## config.mk

```make
export PLATFORM = sky130hd
export DESIGN_NAME = keypad_calc_top
export DESIGN_NICKNAME = d
export VERILOG_FILES = /design/src/logic/calc_pkg.sv /design/src/logic/key_event_if.sv /design/src/logic/calc_controller.sv /design/src/logic/calc_datapath.sv /design/src/logic/debounce_timer.sv /design/src/logic/key_decoder.sv /design/src/logic/keypad_calc_top.sv /design/src/logic/keypad_scan_fsm.sv
export SDC_FILE = /design/constraint.sdc
export NUM_CORES = 1
export LEC_CHECK = 0
export ABC_AREA = 1
export BUFFER_PORTS_ARGS = -buffer_cell sky130_fd_sc_hd__buf_4
export CAP_MARGIN = 20
export CORE_ASPECT_RATIO = 1.4
export CORE_MARGIN = 5
export CORE_UTILIZATION = 55
export DETAILED_ROUTE_END_ITERATION = 12
export PLACE_DENSITY_LB_ADDON = 0.25
export REMOVE_ABC_BUFFERS = 1
export SLEW_MARGIN = 20
export SYNTH_ARGS = -nofsm -noshare
export SYNTH_HDL_FRONTEND = slang
export SYNTH_SLANG_ARGS = --single-unit
```

## constraint.sdc

```tcl
create_clock -name clk -period 6.8 [get_ports clk]
set_input_delay 0.68 -clock clk [delete_from_list [all_inputs] [get_ports clk]]
set_output_delay 0.68 -clock clk [all_outputs]
set_load 0.01 [all_outputs]
```

## src/logic/calc_pkg.sv

```systemverilog
`default_nettype none

package calc_pkg;

    localparam int DATA_W = 16;                 // operand and result width
    localparam int DEBOUNCE_CYCLES = 10;        // cycles a row must stay high
    localparam int DEB_W = 4;                   // debounce counter width

    typedef enum logic [2:0] {
        OP_NONE = 3'd0,
        OP_NEG  = 3'd1,
        OP_ADD  = 3'd2,
        OP_SUB  = 3'd3,
        OP_MUL  = 3'd4
    } op_t;

    typedef enum logic [1:0] {
        ENTER_A,                                // building first operand
        ENTER_B,                                // building second operand
        SHOW                                    // result on display
    } calc_state_t;

    // key codes, row * 4 + column
    localparam logic [3:0] KEY_ADD   = 4'd3;
    localparam logic [3:0] KEY_SUB   = 4'd7;
    localparam logic [3:0] KEY_MUL   = 4'd11;
    localparam logic [3:0] KEY_EQUAL = 4'd12;
    localparam logic [3:0] KEY_HASH  = 4'd14;
    localparam logic [3:0] KEY_NEG   = 4'd15;

    // key code for each decimal digit, indexed by the digit
    localparam logic [3:0] KEY_OF_DIGIT [10] = '{
        4'd13, 4'd0, 4'd1, 4'd2,
        4'd4,  4'd5, 4'd6,
        4'd8,  4'd9, 4'd10
    };

endpackage

`default_nettype wire

```

## src/logic/key_event_if.sv

```systemverilog
`default_nettype none

interface key_event_if
    import calc_pkg::*;
();
    logic       ready;                          // decoded key waiting
    logic       ack;                            // controller took the key
    logic       is_digit;
    logic [3:0] digit;
    op_t        op;
    logic       is_equal;

    modport source (output ready, output is_digit, output digit,
                    output op, output is_equal, input ack);

    modport sink (input ready, input is_digit, input digit,
                  input op, input is_equal, output ack);

endinterface

`default_nettype wire

```

## src/logic/calc_controller.sv

```systemverilog
`default_nettype none

module calc_controller
    import calc_pkg::*;
(
    input  logic clk,
    input  logic nRST,
    key_event_if.sink evt,
    output logic load_digit,
    output logic set_op,
    output logic do_neg,
    output logic do_eval,
    output logic clear_entry,
    output logic select_b,                      // b is the working operand
    output op_t  op_sel
);

    calc_state_t state, state_nx;
    logic        ready_q;
    logic        new_key;
    logic        load_nx;
    logic        set_nx;
    logic        neg_nx;
    logic        eval_nx;
    logic        clear_nx;

    // act on the first cycle of ready only
    assign new_key = evt.ready && !ready_q;

    always_comb begin
        state_nx = state;
        load_nx  = 1'b0;
        set_nx   = 1'b0;
        neg_nx   = 1'b0;
        eval_nx  = 1'b0;
        clear_nx = 1'b0;
        if (new_key) begin
            if (evt.is_digit) begin
                load_nx = 1'b1;
                if (state == SHOW) begin
                    clear_nx = 1'b1;            // fresh operand after a result
                    state_nx = ENTER_A;
                end
            end else if (evt.is_equal) begin
                if (state == ENTER_B) begin
                    eval_nx  = 1'b1;
                    state_nx = SHOW;
                end
            end else if (evt.op == OP_NEG) begin
                neg_nx = 1'b1;
            end else if (evt.op != OP_NONE) begin
                if (state != ENTER_B) begin
                    set_nx   = 1'b1;
                    clear_nx = 1'b1;            // clears b, selected below
                    state_nx = ENTER_B;
                end
            end
        end
    end

    always_ff @(posedge clk or negedge nRST) begin
        if (!nRST) begin
            state       <= ENTER_A;
            ready_q     <= 1'b0;
            evt.ack     <= 1'b0;
            load_digit  <= 1'b0;
            set_op      <= 1'b0;
            do_neg      <= 1'b0;
            do_eval     <= 1'b0;
            clear_entry <= 1'b0;
            select_b    <= 1'b0;
        end else begin
            state       <= state_nx;
            ready_q     <= evt.ready;
            evt.ack     <= new_key;             // one pulse per key, # included
            load_digit  <= load_nx;
            set_op      <= set_nx;
            do_neg      <= neg_nx;
            do_eval     <= eval_nx;
            clear_entry <= clear_nx;
            select_b    <= (state_nx == ENTER_B);
        end
    end

    always_ff @(posedge clk) begin
        if (set_nx)
            op_sel <= evt.op;
    end

endmodule

`default_nettype wire

```

## src/logic/calc_datapath.sv

```systemverilog
`default_nettype none

module calc_datapath
    import calc_pkg::*;
(
    input  logic                     clk,
    input  logic                     nRST,
    input  logic                     load_digit,
    input  logic [3:0]               digit,
    input  logic                     set_op,
    input  op_t                      op_sel,
    input  logic                     do_neg,
    input  logic                     do_eval,
    input  logic                     clear_entry,
    input  logic                     select_b,
    output logic signed [DATA_W-1:0] display_value,
    output logic                     result_valid
);

    logic signed [DATA_W-1:0] a, b;
    logic signed [DATA_W-1:0] a_nx, b_nx;
    logic signed [DATA_W-1:0] base;
    logic signed [DATA_W-1:0] entry;
    logic signed [DATA_W-1:0] result;
    op_t                      op_q;

    // working operand update
    always_comb begin
        base  = clear_entry ? '0 : (select_b ? b : a);
        entry = base;
        if (load_digit)
            entry = DATA_W'(base * 10) + DATA_W'(digit);    // wraps mod 2^16
        else if (do_neg)
            entry = -base;
    end

    // arithmetic unit
    always_comb begin
        case (op_q)
            OP_ADD:  result = a + b;
            OP_SUB:  result = a - b;
            OP_MUL:  result = DATA_W'(a * b);   // low half of the product
            default: result = a;
        endcase
    end

    always_comb begin
        a_nx = a;
        b_nx = b;
        if (do_eval)
            a_nx = result;
        else if (select_b)
            b_nx = entry;
        else
            a_nx = entry;
    end

    always_ff @(posedge clk or negedge nRST) begin
        if (!nRST) begin
            a             <= '0;
            b             <= '0;
            display_value <= '0;
            result_valid  <= 1'b0;
        end else begin
            a             <= a_nx;
            b             <= b_nx;
            display_value <= select_b ? b_nx : a_nx;
            result_valid  <= do_eval;
        end
    end

    always_ff @(posedge clk) begin
        if (set_op)
            op_q <= op_sel;
    end

endmodule

`default_nettype wire

```

## src/logic/debounce_timer.sv

```systemverilog
`default_nettype none

module debounce_timer
    import calc_pkg::*;
(
    input  logic clk,
    input  logic nRST,
    input  logic timer_run,
    input  logic row_active,
    output logic stable_done
);

    localparam logic [DEB_W-1:0] LIMIT = DEB_W'(DEBOUNCE_CYCLES);

    logic [DEB_W-1:0] count;

    always_ff @(posedge clk or negedge nRST) begin
        if (!nRST) begin
            count <= '0;
        end else if (!timer_run || !row_active) begin
            count <= '0;                        // any gap restarts the interval
        end else if (count != LIMIT) begin
            count <= count + 1'b1;              // saturates at the limit
        end
    end

    assign stable_done = (count == LIMIT);

endmodule

`default_nettype wire

```

## src/logic/key_decoder.sv

```systemverilog
`default_nettype none

module key_decoder
    import calc_pkg::*;
(
    input  logic       clk,
    input  logic       nRST,
    input  logic       key_strobe,
    input  logic [3:0] key_code,
    input  logic       key_done,
    key_event_if.source evt
);

    logic       dec_is_digit;
    logic [3:0] dec_digit;
    op_t        dec_op;
    logic       dec_is_equal;

    always_comb begin
        dec_is_digit = 1'b0;
        dec_digit    = 4'd0;
        dec_op       = OP_NONE;
        dec_is_equal = 1'b0;
        case (key_code)
            4'h0: begin dec_is_digit = 1'b1; dec_digit = 4'd1; end
            4'h1: begin dec_is_digit = 1'b1; dec_digit = 4'd2; end
            4'h2: begin dec_is_digit = 1'b1; dec_digit = 4'd3; end
            4'h3: dec_op = OP_ADD;              // A
            4'h4: begin dec_is_digit = 1'b1; dec_digit = 4'd4; end
            4'h5: begin dec_is_digit = 1'b1; dec_digit = 4'd5; end
            4'h6: begin dec_is_digit = 1'b1; dec_digit = 4'd6; end
            4'h7: dec_op = OP_SUB;              // B
            4'h8: begin dec_is_digit = 1'b1; dec_digit = 4'd7; end
            4'h9: begin dec_is_digit = 1'b1; dec_digit = 4'd8; end
            4'hA: begin dec_is_digit = 1'b1; dec_digit = 4'd9; end
            4'hB: dec_op = OP_MUL;              // C
            4'hC: dec_is_equal = 1'b1;          // * key
            4'hD: begin dec_is_digit = 1'b1; dec_digit = 4'd0; end
            4'hF: dec_op = OP_NEG;              // D
            default: ;                          // # carries no class
        endcase
    end

    always_ff @(posedge clk or negedge nRST) begin
        if (!nRST)
            evt.ready <= 1'b0;
        else if (key_strobe)
            evt.ready <= 1'b1;
        else if (key_done)
            evt.ready <= 1'b0;                  // dropped once key is released
    end

    always_ff @(posedge clk) begin
        if (key_strobe) begin
            evt.is_digit <= dec_is_digit;
            evt.digit    <= dec_digit;
            evt.op       <= dec_op;
            evt.is_equal <= dec_is_equal;
        end
    end

endmodule

`default_nettype wire

```

## src/logic/keypad_calc_top.sv

```systemverilog
`default_nettype none

module keypad_calc_top
    import calc_pkg::*;
(
    input  logic                     clk,
    input  logic                     nRST,
    input  logic [3:0]               row_in,
    output logic [3:0]               col_out,
    output logic signed [DATA_W-1:0] display_value,
    output logic                     result_valid
);

    logic       row_active;
    logic       timer_run;
    logic       stable_done;
    logic       key_strobe;
    logic [3:0] key_code;
    logic       key_done;
    logic       load_digit;
    logic       set_op;
    logic       do_neg;
    logic       do_eval;
    logic       clear_entry;
    logic       select_b;
    op_t        op_sel;

    key_event_if evt_if ();

    keypad_scan_fsm u_scan (
        .clk            (clk),
        .nRST           (nRST),
        .row_in         (row_in),
        .stable_done    (stable_done),
        .key_ack        (evt_if.ack),
        .key_done_clear (evt_if.ready),
        .col_out        (col_out),
        .row_active     (row_active),
        .timer_run      (timer_run),
        .key_strobe     (key_strobe),
        .key_code       (key_code),
        .key_done       (key_done)
    );

    debounce_timer u_timer (
        .clk         (clk),
        .nRST        (nRST),
        .timer_run   (timer_run),
        .row_active  (row_active),
        .stable_done (stable_done)
    );

    key_decoder u_decoder (
        .clk        (clk),
        .nRST       (nRST),
        .key_strobe (key_strobe),
        .key_code   (key_code),
        .key_done   (key_done),
        .evt        (evt_if.source)
    );

    calc_controller u_ctrl (
        .clk         (clk),
        .nRST        (nRST),
        .evt         (evt_if.sink),
        .load_digit  (load_digit),
        .set_op      (set_op),
        .do_neg      (do_neg),
        .do_eval     (do_eval),
        .clear_entry (clear_entry),
        .select_b    (select_b),
        .op_sel      (op_sel)
    );

    calc_datapath u_datapath (
        .clk           (clk),
        .nRST          (nRST),
        .load_digit    (load_digit),
        .digit         (evt_if.digit),
        .set_op        (set_op),
        .op_sel        (op_sel),
        .do_neg        (do_neg),
        .do_eval       (do_eval),
        .clear_entry   (clear_entry),
        .select_b      (select_b),
        .display_value (display_value),
        .result_valid  (result_valid)
    );

endmodule

`default_nettype wire

```

## src/logic/keypad_scan_fsm.sv

```systemverilog
`default_nettype none

module keypad_scan_fsm (
    input  logic       clk,
    input  logic       nRST,
    input  logic [3:0] row_in,                  // high while a key is pressed
    input  logic       stable_done,
    input  logic       key_ack,
    input  logic       key_done_clear,          // decoder still holds a key
    output logic [3:0] col_out,
    output logic       row_active,
    output logic       timer_run,
    output logic       key_strobe,
    output logic [3:0] key_code,
    output logic       key_done
);

    typedef enum logic [2:0] {
        IDLE,
        SCAN,
        WAIT_STABLE,
        CONFIRM,
        WAIT_RELEASE
    } scan_state_t;

    scan_state_t state, state_nx;
    logic [1:0]  col_index;
    logic [1:0]  row_index;
    logic        enter_confirm;
    logic        leave_release;

    assign row_active = |row_in;
    assign timer_run  = (state == WAIT_STABLE);

    assign enter_confirm = (state == WAIT_STABLE) && (state_nx == CONFIRM);
    assign leave_release = (state == WAIT_RELEASE) && (state_nx != WAIT_RELEASE);

    always_comb begin
        col_out = 4'b0001 << col_index;
    end

    // lowest active row wins
    always_comb begin
        casez (row_in)
            4'b???1: row_index = 2'd0;
            4'b??10: row_index = 2'd1;
            4'b?100: row_index = 2'd2;
            default: row_index = 2'd3;
        endcase
    end

    always_comb begin
        state_nx = state;
        case (state)
            IDLE:         state_nx = SCAN;
            SCAN:         state_nx = row_active ? WAIT_STABLE : SCAN;
            WAIT_STABLE: begin
                if (!row_active)
                    state_nx = SCAN;            // bounce or glitch, resume scan
                else if (stable_done)
                    state_nx = CONFIRM;
            end
            CONFIRM:      state_nx = key_ack ? WAIT_RELEASE : CONFIRM;
            WAIT_RELEASE: state_nx = row_active ? WAIT_RELEASE : SCAN;
            default:      state_nx = IDLE;
        endcase
    end

    always_ff @(posedge clk or negedge nRST) begin
        if (!nRST) begin
            state      <= IDLE;
            col_index  <= 2'd0;
            key_strobe <= 1'b0;
            key_done   <= 1'b0;
        end else begin
            state      <= state_nx;
            key_strobe <= enter_confirm;
            key_done   <= leave_release && key_done_clear;
            if (state == SCAN && !row_active)
                col_index <= col_index + 2'd1;  // freeze on a hit
        end
    end

    always_ff @(posedge clk) begin
        if (enter_confirm)
            key_code <= {row_index, col_index};
    end

endmodule

`default_nettype wire

```

==> run_summary.xml <==
<?xml version="1.0" encoding="UTF-8"?>
<metrics>
  <group name="status">
    <metric name="status" unit="">finished, final reports clean</metric>
  </group>
  <group name="global_routing">
    <metric name="grt_overflow_total" unit="">0</metric>
    <metric name="number_of_antenna_violations_at_the_first_check_in_global_routing" unit="">0</metric>
    <metric name="grt_first_pass_wirelength" unit="um">55100</metric>
    <metric name="grt_start_max_net_pins" unit="">72</metric>
    <metric name="grt_use_total" unit="%">28.3</metric>
    <metric name="grt_pass1_vias" unit="">11286</metric>
  </group>
  <group name="clock_network">
    <metric name="cts_root_buf" unit="">clkbuf_16</metric>
    <metric name="tritoncts.num_buffers" unit="">9</metric>
    <metric name="cts_resized" unit="">0</metric>
    <metric name="later_pin_clock_latency_in_the_skew_report" unit="ns">0.36</metric>
    <metric name="clock_tree.buffer_depth" unit="">2</metric>
    <metric name="tritoncts" unit="">done</metric>
    <metric name="cts_setup_buffers" unit="">0</metric>
    <metric name="clock_tree.htree_level_count" unit="">3</metric>
    <metric name="cts_hold_buffers" unit="">0</metric>
    <metric name="numClockSinks" unit="">90</metric>
    <metric name="worst_setup_hold_path_clk_slew" unit="ns">0.07</metric>
  </group>
  <group name="cells_and_area">
    <metric name="post_route_cells_drive_above_1_share" unit="%">5.01</metric>
    <metric name="nFillCells" unit="">2078</metric>
    <metric name="flow.area_growth_from_synthesis" unit="%">5.55</metric>
    <metric name="finish.net_count" unit="">1931</metric>
    <metric name="antenna_fix_cells" unit="">0</metric>
  </group>
  <group name="place">
    <metric name="dpl.hpwl" unit="um">26900</metric>
    <metric name="portBuffers" unit="">26</metric>
    <metric name="gp_congestion" unit="">1.05</metric>
  </group>
  <group name="setup_path">
    <metric name="critPathSlowestCell" unit="">dfrtp_1</metric>
    <metric name="reg_to_reg_end" unit="">u_datapath.display_value[15]</metric>
    <metric name="path_common_cell" unit="">nand2_1</metric>
    <metric name="reg2reg_setup_slack" unit="ns">0.66</metric>
    <metric name="reg_to_reg_critical_path_startpoint" unit="">u_datapath.b[1]</metric>
    <metric name="timing.critical_path.to_type" unit="">flop</metric>
    <metric name="critical_path_class" unit="">reg2reg</metric>
    <metric name="worst_setup_path_start_kind" unit="">flop</metric>
    <metric name="cp_slowest_stage_delay" unit="ns">0.66</metric>
    <metric name="worst_ep_required_time" unit="ns">7.09</metric>
    <metric name="cp.arrival" unit="ns">6.43</metric>
    <metric name="largest_fanout_on_the_critical_path" unit="">11</metric>
    <metric name="timing.reg2reg.worst_path_depth" unit="">27</metric>
  </group>
  <group name="synth">
    <metric name="synth-async-reset-ratio" unit="%">78.9</metric>
    <metric name="syn-instance-count" unit="">1737</metric>
    <metric name="count_of_unique_library_cells_instantiated_by_yosys" unit="">49</metric>
    <metric name="synth-warning-count" unit="">0</metric>
    <metric name="synth_sequential_area_ratio" unit="%">20.0</metric>
    <metric name="average_size_of_a_mapped_cell" unit="um2">6.76</metric>
    <metric name="postSynthRegisterBits" unit="">90</metric>
    <metric name="syn-cell-area" unit="um2">11700</metric>
    <metric name="synth_edf_count" unit="">19</metric>
    <metric name="postSynth.topFlopCell" unit="">dfrtp_1</metric>
  </group>
  <group name="timing">
    <metric name="fin_skew" unit="ns">0.00705</metric>
    <metric name="tns" unit="ns">0</metric>
    <metric name="final-hold-violation-count" unit="">0</metric>
    <metric name="rsz_0062_raised_after_global_routing" unit="">no</metric>
    <metric name="final_min_period_over_clock_period" unit="%">90.3</metric>
    <metric name="final.min_clock_period" unit="ns">6.14</metric>
    <metric name="drv_slew" unit="">0</metric>
    <metric name="timing.final.setup_violations" unit="">0</metric>
    <metric name="least_margin_pin_slew" unit="ns">0.948</metric>
    <metric name="fmaxAchievable" unit="MHz">163</metric>
    <metric name="timing.max_slew.rel_slack" unit="%">36.8</metric>
  </group>
  <group name="drt">
    <metric name="drc_errors" unit="">0</metric>
    <metric name="finalWirelength" unit="um">33500</metric>
    <metric name="vias" unit="">10832</metric>
    <metric name="drt_iter0_markers" unit="">818</metric>
    <metric name="wl_per_cell" unit="um">16.8</metric>
    <metric name="final_antenna_net_count" unit="">0</metric>
    <metric name="dr.max_layer_used" unit="">met4</metric>
    <metric name="drt-pass1-iter-count" unit="">5</metric>
    <metric name="via_per_inst" unit="">5.42</metric>
    <metric name="met3RoutedLength" unit="um">1570</metric>
    <metric name="route.layer.met1.wl" unit="um">12800</metric>
    <metric name="routed-wl-met2" unit="um">16900</metric>
  </group>
  <group name="hold_path">
    <metric name="worst_hold_path.num_cells" unit="">0</metric>
    <metric name="holdCritStartpoint" unit="">u_decoder.evt.ready</metric>
    <metric name="timing.hold.worst_endpoint" unit="">u_ctrl.ready_q</metric>
    <metric name="hold_path.class" unit="">reg2reg</metric>
  </group>
  <group name="die">
    <metric name="core_region_area" unit="um2">21100</metric>
    <metric name="fp.dieH" unit="um">183</metric>
    <metric name="initial_core_util" unit="%">55.6</metric>
    <metric name="dieArea" unit="um2">24400</metric>
    <metric name="placement_rows" unit="">63</metric>
    <metric name="dieWidth" unit="um">133</metric>
    <metric name="design.portCount" unit="">27</metric>
  </group>
  <group name="run">
    <metric name="drv.max_cap_violation_count" unit="">0</metric>
  </group>
</metrics>
cells in the final DEF (no fill, tap or decap), types with 4 or more instances in the layout:
cell type,n
nand2_1,509
nand3_1,104
a21oi_1,65
inv_2,5
clkbuf_16,9
xor2_1,20
buf_4,40
ha_1,111
xnor2_1,6
dfrtp_1,71
fa_1,82
or2_1,4
nor2_2,5
nor3_1,15
nand4_1,17
or2_2,4
o21ai_0,82
nand3b_1,11
o21bai_1,6
nor3_2,5
a21o_1,4
edfxtp_1,19
nor2_1,94
a31oi_1,5
inv_1,390
o211ai_1,12
o21ai_1,6
o31ai_1,4
Yosys cell counts, types with 2 or more instances:
master | count | area share (%)
nand2_1 | 509 | 16
inv_1 | 390 | 12
ha_1 | 111 | 12
nand3_1 | 104 | 4.4
nor2_1 | 95 | 3.0
fa_1 | 82 | 14
o21ai_0 | 82 | 3.5
dfrtp_1 | 71 | 15
a21oi_1 | 65 | 2.8
clkbuf_1 | 33 | 1.1
xor2_1 | 20 | 1.5
edfxtp_1 | 19 | 4.9
nand4_1 | 17 | 0.91
nor3_1 | 15 | 0.64
buf_2 | 14 | 0.60
o211ai_1 | 12 | 0.77
nand3b_1 | 11 | 0.70
o21ai_1 | 6 | 0.26
o21bai_1 | 6 | 0.38
xnor2_1 | 6 | 0.45
a31oi_1 | 5 | 0.27
inv_2 | 5 | 0.16
nor3_2 | 5 | 0.43
a21o_1 | 4 | 0.26
buf_1 | 4 | 0.13
nor2_2 | 4 | 0.21
o31ai_1 | 4 | 0.26
or2_1 | 4 | 0.21
or2_2 | 4 | 0.21
buf_4 | 3 | 0.19
nand3_2 | 3 | 0.26
nor4_1 | 3 | 0.16
nor2_4 | 2 | 0.19
o21a_1 | 2 | 0.13
o21ai_2 | 2 | 0.15
o22ai_1 | 2 | 0.11
routing by layer:
layer | GRT usage (%) | vias to the layer above
li1 | - | 5318
met1 | 30.8 | 5060
met2 | 52.3 | 327
met3 | 3.05 | 127
met4 | 17.9 | 0
met5 | 0 | -
state kept, by name, indices dropped and copies added, names as in the netlist, 2 cells and up:
| register | count |
|---|---|
| u_scan.key_code | 4 |
| u_scan.state | 3 |
| u_scan.col_index | 2 |
| u_datapath.display_value | 16 |
| u_decoder.evt.op | 3 |
| u_datapath.op_q | 3 |
| u_ctrl.op_sel | 3 |
| u_datapath.b | 16 |
| u_datapath.a | 16 |
| u_decoder.evt.digit | 4 |
| u_ctrl.state | 2 |
| u_timer.count | 4 |
stage by stage:
step	setup slack, ns	util [%]	hold WS, ns	area [um2]	instances
floorplan	1.45	-	0.354	11500	1681
global placement	0.799	57.3	0.359	12100	1981
detailed placement	0.699	57.3	0.360	12100	1981
CTS	0.677	58.7	0.376	12400	1997
global route	0.267	58.7	0.378	12400	1997
finish	0.661	58.7	0.375	12400	1997
worst max-delay path by stage:
stage / start / end / slack, ns
after floorplan: u_datapath.b[6] / u_datapath.display_value[14] / 1.45
after global placement: u_datapath.a[6] / u_datapath.display_value[15] / 0.80
after detailed placement: u_datapath.b[1] / u_datapath.display_value[15] / 0.70
after CTS: u_datapath.b[2] / u_datapath.display_value[15] / 0.68
after global routing: u_datapath.a[6] / u_datapath.display_value[15] / 0.27
final: u_datapath.b[1] / u_datapath.display_value[15] / 0.66
cell type report:
cell class | instances | area (um2) | area share, %
Clock buffer | 10 | 239 | 1.93
Clock inverter | 6 | 47.5 | 0.384
Sequential cell | 90 | 2350 | 18.9
Timing Repair Buffer | 40 | 300 | 2.42
Multi-Input combinational cell | 1196 | 7650 | 61.7
Inverter | 395 | 1480 | 12.0
Tap cell | 260 | 325 | 2.62
kinds of logic (layout without fill, tap and decap cells):
family / Yosys count / in the layout / synth area share (%)
XOR/XNOR: 26 / 26 / 1.94
buffers and inverters: 451 / 451 / 14.9
AO/OA/AOI/OAI: 197 / 197 / 9.47
adder cells (fa/ha/maj): 193 / 193 / 25.8
AND/OR/NAND/NOR: 780 / 780 / 27.9
flip-flops: 90 / 90 / 20.0
worst max-delay path: cells and delay by family, from the launching register on:
kind	cells	cell delay (ns)
adders and majority gates	7	3.31
DFF	1	0.66
AOI/OAI and AO/OA	3	0.54
buffers and inverters	6	0.64
and+or+nand+nor	11	0.89
Power is left out: the tool's default activity adds up to more than one toggle a clock period on the data nets, which glitch-free logic cannot reach.
